## src/design/commit_defs.svh

```systemverilog
/* commit control sizing macros
   slot count, register file sizes, address width and the boot vector */

`ifndef COMMIT_DEFS_SVH
`define COMMIT_DEFS_SVH

// ========================================================================
// commit bandwidth
// ========================================================================

// retired instructions per cycle, slot 0 is the oldest
`define COMMIT_WIDTH 2

// ========================================================================
// register files
// ========================================================================

`define ARCH_REG_NUM 32
`define PHY_REG_NUM 64

// index widths follow the table sizes
`define AREG_W $clog2(`ARCH_REG_NUM)
`define PREG_W $clog2(`PHY_REG_NUM)

// ========================================================================
// addresses and encodings
// ========================================================================

`define ADDR_W 32

// fetch address while no flush is pending
`define RESET_PC 32'h1c00_0000

`define ECODE_W 6
`define FLUSH_KIND_W 3

`endif
```

## src/design/commit_pkg.sv

```systemverilog
/* commit control types
   exception codes, flush kinds and the physical register index */

`include "commit_defs.svh"

package commit_pkg;

  // ========================================================================
  // exception codes as reported to the CSR file
  // ========================================================================

  typedef enum logic [`ECODE_W-1:0] {
    INT  = 6'h00,
    // page invalid on load, store, fetch
    PIL  = 6'h01,
    PIS  = 6'h02,
    PIF  = 6'h03,
    // page modify and privilege faults
    PME  = 6'h04,
    PPI  = 6'h07,
    // address errors
    ADE  = 6'h08,
    ALE  = 6'h09,
    // syscall and break resume past the trapping instruction
    SYS  = 6'h0B,
    BRK  = 6'h0C,
    INE  = 6'h0D,
    // TLB refill has its own entry point
    TLBR = 6'h3F
  } ecode_e;

  // ========================================================================
  // flush kinds, highest priority first after NONE
  // ========================================================================

  typedef enum logic [`FLUSH_KIND_W-1:0] {
    NONE,
    TLBREFILL,
    EXCP,
    REDIRECT,
    ERTN,
    // ibar, priv, icacop and idle all refetch from pc + 4
    REFETCH
  } flush_kind_e;

  // ========================================================================
  // rename indices
  // ========================================================================

  typedef logic [`PREG_W-1:0] preg_t;

endpackage

```

## src/design/commit_top.sv

```systemverilog
/* commit control top
   flush resolve, fetch redirect and the architectural alias table */

`timescale 1ns/1ps

`include "commit_defs.svh"

module commit_top (
  input  logic                                   clk,
  input  logic                                   rst_n,
  // commit slots
  input  logic [`COMMIT_WIDTH-1:0]               cmt_valid_i,
  input  logic [`COMMIT_WIDTH-1:0][`AREG_W-1:0]  cmt_areg_i,
  input  commit_pkg::preg_t [`COMMIT_WIDTH-1:0]  cmt_preg_i,
  // slot 0 only
  input  logic [`ADDR_W-1:0]                     cmt_pc_i,
  input  logic                                   cmt_excp_i,
  input  commit_pkg::ecode_e                     cmt_ecode_i,
  input  logic [`ADDR_W-1:0]                     cmt_err_va_i,
  input  logic                                   cmt_br_redirect_i,
  input  logic [`ADDR_W-1:0]                     cmt_br_target_i,
  input  logic                                   cmt_ertn_i,
  input  logic                                   cmt_ibar_i,
  input  logic                                   cmt_priv_i,
  input  logic                                   cmt_icacop_i,
  input  logic                                   cmt_idle_i,
  // CSR levels
  input  logic [`ADDR_W-1:0]                     csr_eentry_i,
  input  logic [`ADDR_W-1:0]                     csr_tlbrentry_i,
  input  logic [`ADDR_W-1:0]                     csr_era_i,
  input  logic                                   csr_has_int_i,
  input  logic                                   icache_ready_i,
  input  logic [`AREG_W-1:0]                     rat_rd_areg_i,
  // flush and fetch
  output logic                                   flush_o,
  output commit_pkg::flush_kind_e                flush_kind_o,
  output logic [`ADDR_W-1:0]                     redirect_pc_o,
  output logic                                   fetch_next_o,
  // exception report
  output logic                                   excp_o,
  output logic [`ADDR_W-1:0]                     era_o,
  output commit_pkg::ecode_e                     ecode_o,
  output logic                                   va_error_o,
  output logic [`ADDR_W-1:0]                     bad_va_o,
  output logic                                   excp_tlb_o,
  output commit_pkg::preg_t                      rat_rd_preg_o
);

  logic [`ADDR_W-1:0] flush_pc;
  logic [`ADDR_W-1:0] flush_target;
  logic               idle_cmt;

  // ========================================================================
  // flush resolve
  // ========================================================================

  flush_resolve u_flush_resolve (
    .clk               (clk),
    .rst_n             (rst_n),
    .cmt_valid_i       (cmt_valid_i[0]),
    .cmt_pc_i          (cmt_pc_i),
    .cmt_excp_i        (cmt_excp_i),
    .cmt_ecode_i       (cmt_ecode_i),
    .cmt_err_va_i      (cmt_err_va_i),
    .cmt_br_redirect_i (cmt_br_redirect_i),
    .cmt_br_target_i   (cmt_br_target_i),
    .cmt_ertn_i        (cmt_ertn_i),
    .cmt_ibar_i        (cmt_ibar_i),
    .cmt_priv_i        (cmt_priv_i),
    .cmt_icacop_i      (cmt_icacop_i),
    .cmt_idle_i        (cmt_idle_i),
    .flush_o           (flush_o),
    .flush_kind_o      (flush_kind_o),
    .flush_pc_o        (flush_pc),
    .flush_target_o    (flush_target),
    .idle_cmt_o        (idle_cmt),
    .excp_o            (excp_o),
    .era_o             (era_o),
    .ecode_o           (ecode_o),
    .va_error_o        (va_error_o),
    .bad_va_o          (bad_va_o),
    .excp_tlb_o        (excp_tlb_o)
  );

  // ========================================================================
  // fetch redirect
  // ========================================================================

  fetch_redirect u_fetch_redirect (
    .clk             (clk),
    .rst_n           (rst_n),
    .flush_kind_i    (flush_kind_o),
    .flush_pc_i      (flush_pc),
    .flush_target_i  (flush_target),
    .csr_eentry_i    (csr_eentry_i),
    .csr_tlbrentry_i (csr_tlbrentry_i),
    .csr_era_i       (csr_era_i),
    .idle_cmt_i      (idle_cmt),
    .csr_has_int_i   (csr_has_int_i),
    .icache_ready_i  (icache_ready_i),
    .redirect_pc_o   (redirect_pc_o),
    .fetch_next_o    (fetch_next_o)
  );

  // ========================================================================
  // architectural alias table
  // ========================================================================

  arch_rat u_arch_rat (
    .clk         (clk),
    .rst_n       (rst_n),
    .cmt_valid_i (cmt_valid_i),
    .cmt_areg_i  (cmt_areg_i),
    .cmt_preg_i  (cmt_preg_i),
    .rd_areg_i   (rat_rd_areg_i),
    .rd_preg_o   (rat_rd_preg_o)
  );

endmodule

```

## src/design/arch_rat.sv

```systemverilog
/* architectural alias table
   committed arch to physical register map with one combinational read */

`timescale 1ns/1ps

`include "commit_defs.svh"

module arch_rat (
  input  logic                                   clk,
  input  logic                                   rst_n,
  input  logic [`COMMIT_WIDTH-1:0]               cmt_valid_i,
  input  logic [`COMMIT_WIDTH-1:0][`AREG_W-1:0]  cmt_areg_i,
  input  commit_pkg::preg_t [`COMMIT_WIDTH-1:0]  cmt_preg_i,
  input  logic [`AREG_W-1:0]                     rd_areg_i,
  output commit_pkg::preg_t                      rd_preg_o
);

  commit_pkg::preg_t              rat_q [`ARCH_REG_NUM];
  logic [`COMMIT_WIDTH-1:0]       wr_en;

  // r0 is hardwired and never remapped
  always_comb begin
    for (int s = 0; s < `COMMIT_WIDTH; s++) begin
      wr_en[s] = cmt_valid_i[s] & (cmt_areg_i[s] != '0);
    end
  end

  // ========================================================================
  // commit write
  // ========================================================================

  // identity map out of reset
  // later slots overwrite earlier ones, so the youngest wins
  always_ff @(posedge clk or negedge rst_n) begin
    if (!rst_n) begin
      for (int i = 0; i < `ARCH_REG_NUM; i++) begin
        rat_q[i] <= commit_pkg::preg_t'(i);
      end
    end else begin
      for (int s = 0; s < `COMMIT_WIDTH; s++) begin
        if (wr_en[s]) begin
          rat_q[cmt_areg_i[s]] <= cmt_preg_i[s];
        end
      end
    end
  end

  // ========================================================================
  // read port
  // ========================================================================

  // entry 0 keeps its reset value so r0 reads preg 0
  assign rd_preg_o = rat_q[rd_areg_i];

endmodule

```

## src/design/fetch_redirect.sv

```systemverilog
/* fetch redirect
   picks the refetch address per flush kind and holds the idle lock */

`timescale 1ns/1ps

`include "commit_defs.svh"

module fetch_redirect (
  input  logic                    clk,
  input  logic                    rst_n,
  input  commit_pkg::flush_kind_e flush_kind_i,
  input  logic [`ADDR_W-1:0]      flush_pc_i,
  input  logic [`ADDR_W-1:0]      flush_target_i,
  input  logic [`ADDR_W-1:0]      csr_eentry_i,
  input  logic [`ADDR_W-1:0]      csr_tlbrentry_i,
  input  logic [`ADDR_W-1:0]      csr_era_i,
  input  logic                    idle_cmt_i,
  input  logic                    csr_has_int_i,
  input  logic                    icache_ready_i,
  output logic [`ADDR_W-1:0]      redirect_pc_o,
  output logic                    fetch_next_o
);

  logic idle_lock;

  // ========================================================================
  // target select
  // ========================================================================

  always_comb begin
    case (flush_kind_i)
      commit_pkg::TLBREFILL: begin
        redirect_pc_o = csr_tlbrentry_i;
      end
      commit_pkg::EXCP: begin
        redirect_pc_o = csr_eentry_i;
      end
      // mispredicted branch resumes at its resolved target
      commit_pkg::REDIRECT: begin
        redirect_pc_o = flush_target_i;
      end
      commit_pkg::ERTN: begin
        redirect_pc_o = csr_era_i;
      end
      commit_pkg::REFETCH: begin
        redirect_pc_o = flush_pc_i + `ADDR_W'(4);
      end
      default: begin
        redirect_pc_o = `RESET_PC;
      end
    endcase
  end

  // ========================================================================
  // idle lock
  // ========================================================================

  // a pending interrupt keeps the core from sleeping at all
  always_ff @(posedge clk or negedge rst_n) begin
    if (!rst_n) begin
      idle_lock <= 1'b0;
    end else if (idle_cmt_i && !csr_has_int_i) begin
      idle_lock <= 1'b1;
    end else if (csr_has_int_i) begin
      idle_lock <= 1'b0;
    end
  end

  // fetch advances only while the icache accepts and the core is awake
  assign fetch_next_o = icache_ready_i & ~idle_lock;

endmodule

```

## src/design/flush_resolve.sv

```systemverilog
/* flush resolve
   turns commit slot 0 into a registered flush kind and exception report */

`timescale 1ns/1ps

`include "commit_defs.svh"

module flush_resolve (
  input  logic                 clk,
  input  logic                 rst_n,
  input  logic                 cmt_valid_i,
  input  logic [`ADDR_W-1:0]   cmt_pc_i,
  input  logic                 cmt_excp_i,
  input  commit_pkg::ecode_e   cmt_ecode_i,
  input  logic [`ADDR_W-1:0]   cmt_err_va_i,
  input  logic                 cmt_br_redirect_i,
  input  logic [`ADDR_W-1:0]   cmt_br_target_i,
  input  logic                 cmt_ertn_i,
  input  logic                 cmt_ibar_i,
  input  logic                 cmt_priv_i,
  input  logic                 cmt_icacop_i,
  input  logic                 cmt_idle_i,
  output logic                 flush_o,
  output commit_pkg::flush_kind_e flush_kind_o,
  output logic [`ADDR_W-1:0]   flush_pc_o,
  output logic [`ADDR_W-1:0]   flush_target_o,
  output logic                 idle_cmt_o,
  output logic                 excp_o,
  output logic [`ADDR_W-1:0]   era_o,
  output commit_pkg::ecode_e   ecode_o,
  output logic                 va_error_o,
  output logic [`ADDR_W-1:0]   bad_va_o,
  output logic                 excp_tlb_o
);

  commit_pkg::flush_kind_e kind_d;
  logic                    excp_d;
  logic                    refetch_d;
  logic                    va_error_d;
  logic                    excp_tlb_d;
  logic [`ADDR_W-1:0]      era_d;

  // ========================================================================
  // slot 0 decode
  // ========================================================================

  assign excp_d    = cmt_valid_i & cmt_excp_i;
  assign refetch_d = cmt_ibar_i | cmt_priv_i | cmt_icacop_i | cmt_idle_i;

  always_comb begin
    kind_d = commit_pkg::NONE;
    if (cmt_valid_i) begin
      // refill first, since it also raises the generic exception
      if (cmt_excp_i && cmt_ecode_i == commit_pkg::TLBR) begin
        kind_d = commit_pkg::TLBREFILL;
      end else if (cmt_excp_i) begin
        kind_d = commit_pkg::EXCP;
      end else if (cmt_br_redirect_i) begin
        kind_d = commit_pkg::REDIRECT;
      end else if (cmt_ertn_i) begin
        kind_d = commit_pkg::ERTN;
      end else if (refetch_d) begin
        kind_d = commit_pkg::REFETCH;
      end
    end
  end

  // syscall and break return to the next instruction
  assign era_d = (cmt_ecode_i inside {commit_pkg::SYS, commit_pkg::BRK}) ?
                 cmt_pc_i + `ADDR_W'(4) : cmt_pc_i;

  // faults that load the bad virtual address
  assign va_error_d = excp_d & (cmt_ecode_i inside {
                        commit_pkg::ADE, commit_pkg::TLBR, commit_pkg::PIF,
                        commit_pkg::PPI, commit_pkg::ALE, commit_pkg::PME,
                        commit_pkg::PIS, commit_pkg::PIL});

  // translation faults only, address errors excluded
  assign excp_tlb_d = excp_d & (cmt_ecode_i inside {
                        commit_pkg::TLBR, commit_pkg::PIF, commit_pkg::PPI,
                        commit_pkg::PME, commit_pkg::PIS, commit_pkg::PIL});

  // ========================================================================
  // output registers
  // ========================================================================

  always_ff @(posedge clk or negedge rst_n) begin
    if (!rst_n) begin
      flush_o      <= 1'b0;
      flush_kind_o <= commit_pkg::NONE;
      idle_cmt_o   <= 1'b0;
      excp_o       <= 1'b0;
      va_error_o   <= 1'b0;
      excp_tlb_o   <= 1'b0;
    end else begin
      flush_o      <= (kind_d != commit_pkg::NONE);
      flush_kind_o <= kind_d;
      idle_cmt_o   <= cmt_valid_i & cmt_idle_i;
      excp_o       <= excp_d;
      va_error_o   <= va_error_d;
      excp_tlb_o   <= excp_tlb_d;
    end
  end

  // report payload, qualified by the flags above
  always_ff @(posedge clk) begin
    flush_pc_o     <= cmt_pc_i;
    flush_target_o <= cmt_br_target_i;
    era_o          <= era_d;
    ecode_o        <= cmt_ecode_i;
    bad_va_o       <= cmt_err_va_i;
  end

endmodule

```

## config.mk

```make
export PLATFORM = sky130hd
export DESIGN_NAME = commit_top
export DESIGN_NICKNAME = d
export VERILOG_FILES = /design/src/design/commit_pkg.sv /design/src/design/commit_top.sv /design/src/design/arch_rat.sv /design/src/design/fetch_redirect.sv /design/src/design/flush_resolve.sv
export VERILOG_INCLUDE_DIRS = /design/src /design/src/design
export SDC_FILE = /design/constraint.sdc
export NUM_CORES = 1
export LEC_CHECK = 0
export BUFFER_PORTS_ARGS = -buffer_cell sky130_fd_sc_hd__buf_2
export CORE_MARGIN = 2
export CORE_UTILIZATION = 59
export CTS_CLUSTER_DIAMETER = 30
export DETAILED_ROUTE_END_ITERATION = 10
export HOLD_SLACK_MARGIN = 0.02
export PLACE_DENSITY = 0.91
export SYNTH_ARGS = -nofsm -noshare
export SYNTH_HDL_FRONTEND = slang
export SYNTH_SLANG_ARGS = --single-unit
```

## constraint.sdc

```tcl
create_clock -name clk -period 4.9 [get_ports clk]
set_clock_uncertainty 0.2 [all_clocks]
set_input_delay 0.49 -clock clk [delete_from_list [all_inputs] [get_ports clk]]
set_output_delay 0.49 -clock clk [all_outputs]
set_load 0.005 [all_outputs]
```

## Word-level counts from Yosys, hierarchy flattened

Cells that the tools add are included.

- Add/subtract/negate cells: 2
- Magnitude comparators: 5
- Equal/unequal tests: 15
- Muxes and demuxes: 21
- Bitwise operators: 14
- Reduce and logical (&&, ||, !) cells: 12

Operator list:

| cell | number |
|---|---|
| 192-bit bitwise mux | 2 |
| 192-bit 2-to-1 mux | 2 |
| 32-bit one-hot mux with 5 select lines | 1 |
| 32-bit by 3-bit adder with 32-bit output, second input constant | 2 |
| 6-bit demux with 5-bit select | 2 |
| 32-bit 2-to-1 mux | 1 |
| 6-bit binary-select mux with 5-bit select | 1 |
| 6-bit by 4-bit == test with 1-bit output, second input constant | 4 |
| 6-bit 2-to-1 mux | 4 |
| 6-bit >= comparator, second input constant | 3 |
| 3-bit 2-to-1 mux | 6 |
| 5-bit inverter with 6-bit output | 3 |
| 6-bit by 2-bit == test with 1-bit output, second input constant | 2 |
| 6-bit by 3-bit == test with 1-bit output, second input constant | 2 |
| 6-bit by 1-bit < comparator with 1-bit output, second input constant | 2 |
| 5-bit nonzero test | 2 |
| 8-bit nonzero test | 1 |
| 1-bit bitwise AND | 7 |
| 3-bit by 2-bit == test with 1-bit output, second input constant | 2 |
| 3-bit == test, second input constant | 2 |
| 6-bit by 1-bit == test with 1-bit output, second input constant | 1 |
| 6-bit == test, second input constant | 1 |
| 6-bit nonzero test | 1 |
| 1-bit logical AND | 4 |
| other kinds (7) | 11 |

- Register bits after elaboration: 335
- Bits of input ports: 238
- Output and inout bits: 116
- Logic and storage cells: 113

## Longest topological paths before layout

- Depth after elaboration: 10
- Depth in mapped cells: 7
- Depth with buffers taken out: 5

## By module

From an unflattened synthesis, not the netlist that was laid out.

- Cell total of the unflattened synthesis: 1,788
- Area total of the unflattened synthesis: 16,941.2 um2

By module, submodules not included:

| module | times used | cells an instance | area an instance (um2) | seq. area each (um2) |
|---|---|---|---|---|
| arch_rat | 1 | 1,280 | 11,603.6 | 4,904.7 |
| flush_resolve | 1 | 273 | 3,692.3 | 2,842.7 |
| fetch_redirect | 1 | 235 | 1,645.3 | 25.0 |

## Worst setup path after synthesis

No wires, ideal clock.

- Kind: input to output
- From: in rat_rd_areg_i[1]
- To: out rat_rd_preg_o[3]
- Arrival time: 1.710 ns
- Required time: 4.210 ns
- Setup slack: 2.500 ns
- Stages: 5
- Buffers on the path: 2
- Cell sequence: buf_4 > buf_2 > mux4_2 > o22ai_1 > nor4_1

- Word-level cells in the longest chain between the ends: 4

RTL lines:

| element | line | source |
|---|---|---|
| start, declared | commit_top.sv:33 | `` input logic [`AREG_W-1:0] rat_rd_areg_i, `` |
| 5-bit inverter with 6-bit output (implied by the code) | arch_rat.sv:53 | `assign rd_preg_o = rat_q[rd_areg_i];` |
| 6-bit binary-select mux with 5-bit select | arch_rat.sv:53 |  |
| 6-bit 2-to-1 mux (implied by the code) (2 in a row) | arch_rat.sv:53 |  |
| end, declared | commit_top.sv:46 | `output commit_pkg::preg_t rat_rd_preg_o` |

Every way passes these cells. The select of a mux whose other input is x is not followed.

## Final worst setup path

- From: reg u_flush_resolve.flush_kind_o[2]
- To: out redirect_pc_o[24]

- Word-level cells in the longest chain between the ends: 2
- Elaborated cells between the ends (all ways): 6
- Those cells by class: 5 x eq/ne; 1 x mux

RTL lines:

| element | line | source |
|---|---|---|
| start, declared | flush_resolve.sv:24 | `output commit_pkg::flush_kind_e flush_kind_o,` |
| start signal, assigned | flush_resolve.sv:90 | `flush_kind_o <= commit_pkg::NONE;` |
| start signal, assigned | flush_resolve.sv:97 | `flush_kind_o <= kind_d;` |
| 3-bit == test (tied with other cells) | fetch_redirect.sv:31 | `case (flush_kind_i)` |
| 32-bit one-hot mux with 5 select lines * | fetch_redirect.sv:31 |  |
| end, declared | commit_top.sv:37 | `` output logic [`ADDR_W-1:0] redirect_pc_o, `` |

Mark *: on every way between the ends. The rest lies on a longest branch, timed or not.

==> out/results.ini <==
[outcome]
status=finished, final reports clean

[drt]
wl_um=66600
drc_errors=0
num_vias=16100
routedWlPerCell_um=28.3
ant_nets=0
drt_iter0_drc=2657
drt_first_pass_iters=8
viasPerCell=6.82

[synth]
ys.flop_type=dfxtp_1
netlist_area_um2=15900
synth.distinct_cells=60
syn_inst=1527
synth_edf_count=0
synthArstFlopShare=0.604
ys_seq_area_frac=0.489
syn_area_per_cell_um2=10.4
synth_nets=1767
ys_ff_latch=333
yosysWarnings=0

[timing]
setup_violations=0
period_needed_ns=4.07
setup-tns-final_ns=0
max_slew_margin=0.123
final.period_utilization=0.830
finalHoldViolCount=0
tightest_slew_ns=1.30
grt_setup_unrepaired=false
slew_viol_final=0
max_freq_ghz=0.246

[setup_path]
endpoint_kind=output port
reg2reg_from=u_arch_rat.rat_q[102]
worstReg2RegEnd=u_arch_rat.rat_q[102]
critPathBufInv=1
critPathKind=reg -> out
r2r_cells=2
max_stage_delay_ns=0.80
path_depth=4
worstSetupStartpointType=flop
cp.required_ns=4.21
r2r_setup_slack_ns=3.58
arrival_ns=3.38
cp_max_fo=28
path_cells=nor2b_1 > nand2_1 > o211ai_1 > buf_2
slowest_stage=o211ai_1
cp_top_family=simple AND/OR/NAND/NOR gates

[cts]
clk_pin_slew_worst_paths_ns=0.05
cts_tree=yes
cts_buffers=68
h-tree-depth=3
cts_root_buffer=clkbuf_16
clockBufferDepth=3
cts.sinks=333
insertion_delay_ns=0.59
post_cts_resized=0

[worst_hold_path]
hold_depth=3
hold_path.class=in -> reg
hold_path_startpoint=cmt_excp_i
hold_end=u_flush_resolve.excp_o

[placement]
dp_hpwl_um=39200
placed_cell_area_um2=17700
portBuffers=353
place_congestion=1.02

[grt]
met1_usage=0.534
grt_usage=0.470
grtUsageMet2=0.705
grt_pass1_vias=16100
grt_busiest_layer=met2
grt.met3_usage=0.209
grt_pass1_wl_um=99000
antenna_found_initial=14
grt_overflow=0
grt_max_degree=91

[floorplanning]
die_h_um=168
core_um2=26700
rows=60
die_w_um=168
start_util=0.596
io_pins=354
dieArea_um2=28200

[pwr]
p_per_area_nw_per_um2=479
ir_worst_vdd_uv=349
p_leak_nw=9.51
total_power_mw=10.2

[finish]
final_nets=2188
drive_gt1_frac=0.325
fillers=1423
final_area_um2=21300
area_delta_synth_final_pct=34.0

[run]
drv_cap=0

==> metal layers <==
metal | up-vias | wire (um)
met4 | 4 | 5940
met1 | 7502 | 21700
met2 | 1671 | 29300
met3 | 522 | 9670
met5 | - | 45
li1 | 6370 | -
==> layout by cell type (no fill, tap or decap), types with 19 or more instances in the layout <==
cell type      synthesis  final
a21oi_1              103    103
nand2_1              163    163
dfstp_2               80     80
mux4_2                48     48
buf_2                 15    352
dfxtp_1              132    132
clkbuf_16              0     69
a22oi_1               41     41
xnor2_1               31     31
nor2_1               136    135
dfrtp_1              121    121
xor2_1                25     25
nand3_1               36     36
mux2i_1              194    194
o21ai_0              102    102
o22ai_1               25     25
dlygate4sd3_1          0    107
o211ai_1              19     19
==> logic make-up after synthesis <==
family / count (synthesis) / synth area share
AO/OA/AOI/OAI: 311 / 0.115
XOR/XNOR: 56 / 0.0309
adder cells (fa/ha/maj): 3 / 0.00221
buffers and inverters: 121 / 0.0307
flip-flops: 333 / 0.489
multiplexers: 248 / 0.195
AND/OR/NAND/NOR: 455 / 0.137
==> Yosys cell counts (2+ instances only) <==
master    number  share of area
mux2i_1      194           0.12
nand2_1      163          0.039
nor2_1       136          0.032
dfxtp_1      132           0.17
dfrtp_1      121           0.19
a21oi_1      103          0.032
o21ai_0      102          0.032
clkbuf_1      92          0.022
dfstp_2       80           0.13
mux4_2        48          0.068
a22oi_1       41          0.019
nand3_1       36          0.011
xnor2_1       31          0.017
o22ai_1       25         0.0098
xor2_1        25          0.014
o211ai_1      19         0.0090
buf_2         15         0.0047
nor2_2        13         0.0051
and3_1        11         0.0043
nand4_1       11         0.0043
nand2b_1      10         0.0039
nor2b_1       10         0.0039
nor4_1        10         0.0039
nor3_1         8         0.0025
or3_1          7         0.0028
mux2_2         6         0.0043
buf_1          5         0.0012
inv_1          5         0.0012
nand3b_1       5         0.0024
o221ai_1       5         0.0028
or3b_2         5         0.0028
a221o_1        4         0.0025
buf_4          4         0.0019
and2_1         3         0.0012
and3b_1        3         0.0017
nand4_2        3         0.0024
nand4b_1       3         0.0017
nor3b_2        3         0.0024
o211a_1        3         0.0019
or2_2          3         0.0012
a221oi_1       2         0.0011
and4_1         2         0.0011
ha_1           2         0.0016
nor3b_1        2        0.00095
==> area by class of cell <==
type                    instances  area, um^2  share of cell area
inverters                       5        18.8            0.000882
clock inverters                48         692              0.0325
repair buffers                467        2910               0.137
flip-flops and latches        333        7770               0.365
well taps                     341         427              0.0201
diodes                         13        32.5             0.00153
clock buffers                  77        1800              0.0845
multi-input cells            1073        7630               0.358
==> metrics by stage <==
stage | util | instances | hold slack [ns] | setup WS, ns
6_report | 0.798 | 2357 | 0.0614 | 0.833
5_1_grt | 0.798 | 2349 | 0.0593 | 0.817
4_1_cts | 0.797 | 2344 | 0.0423 | 1.08
3_5_place_dp | 0.663 | 2112 | 0.163 | 1.66
3_3_place_gp | 0.663 | 2112 | 0.163 | 1.70
2_1_floorplan | - | 1527 | -0.00559 | 2.50
==> report_power, final <==
part	internal (mW)	switching (mW)	leakage (nW)
Sequential	3.35	0.420	3.45
Clock	3.23	1.73	1.18
Combinational	0.694	0.774	4.88
==> how the worst max path moves through the flow <==
| stage | from | slack, ns | to |
|---|---|---|---|
| final | u_flush_resolve.flush_kind_o[2] | 0.83 | redirect_pc_o[24] |
| after global routing | rat_rd_areg_i[1] | 0.82 | rat_rd_preg_o[4] |
| after CTS | u_flush_resolve.flush_kind_o[2] | 1.08 | redirect_pc_o[7] |
| after detailed placement | rat_rd_areg_i[1] | 1.66 | rat_rd_preg_o[3] |
| after global placement | rat_rd_areg_i[1] | 1.70 | rat_rd_preg_o[3] |
| after floorplan | rat_rd_areg_i[1] | 2.50 | rat_rd_preg_o[3] |
==> registers in the layout (all words and copies together), names as in the netlist <==
name / count
u_arch_rat.rat_q: 192
u_flush_resolve.bad_va_o: 32
u_flush_resolve.flush_pc_o: 32
u_flush_resolve.flush_target_o: 32
u_flush_resolve.era_o: 30
u_flush_resolve.ecode_o: 6
u_flush_resolve.flush_kind_o: 3
u_fetch_redirect.idle_lock: 1
u_flush_resolve.excp_o: 1
u_flush_resolve.excp_tlb_o: 1
u_flush_resolve.flush_o: 1
u_flush_resolve.idle_cmt_o: 1
u_flush_resolve.va_error_o: 1
==> what timing repair did <==
item	4_1_cts	5_1_grt
endpoints found under the hold margin	176	0
hold buffers	107	0
setup buffers	0	0
==> worst min-delay path: stages <==
cell,delay (ns)
buf_2,0.14
nand2_1,0.12
inv_1,0.06
(Power assumes the default switching activity.)
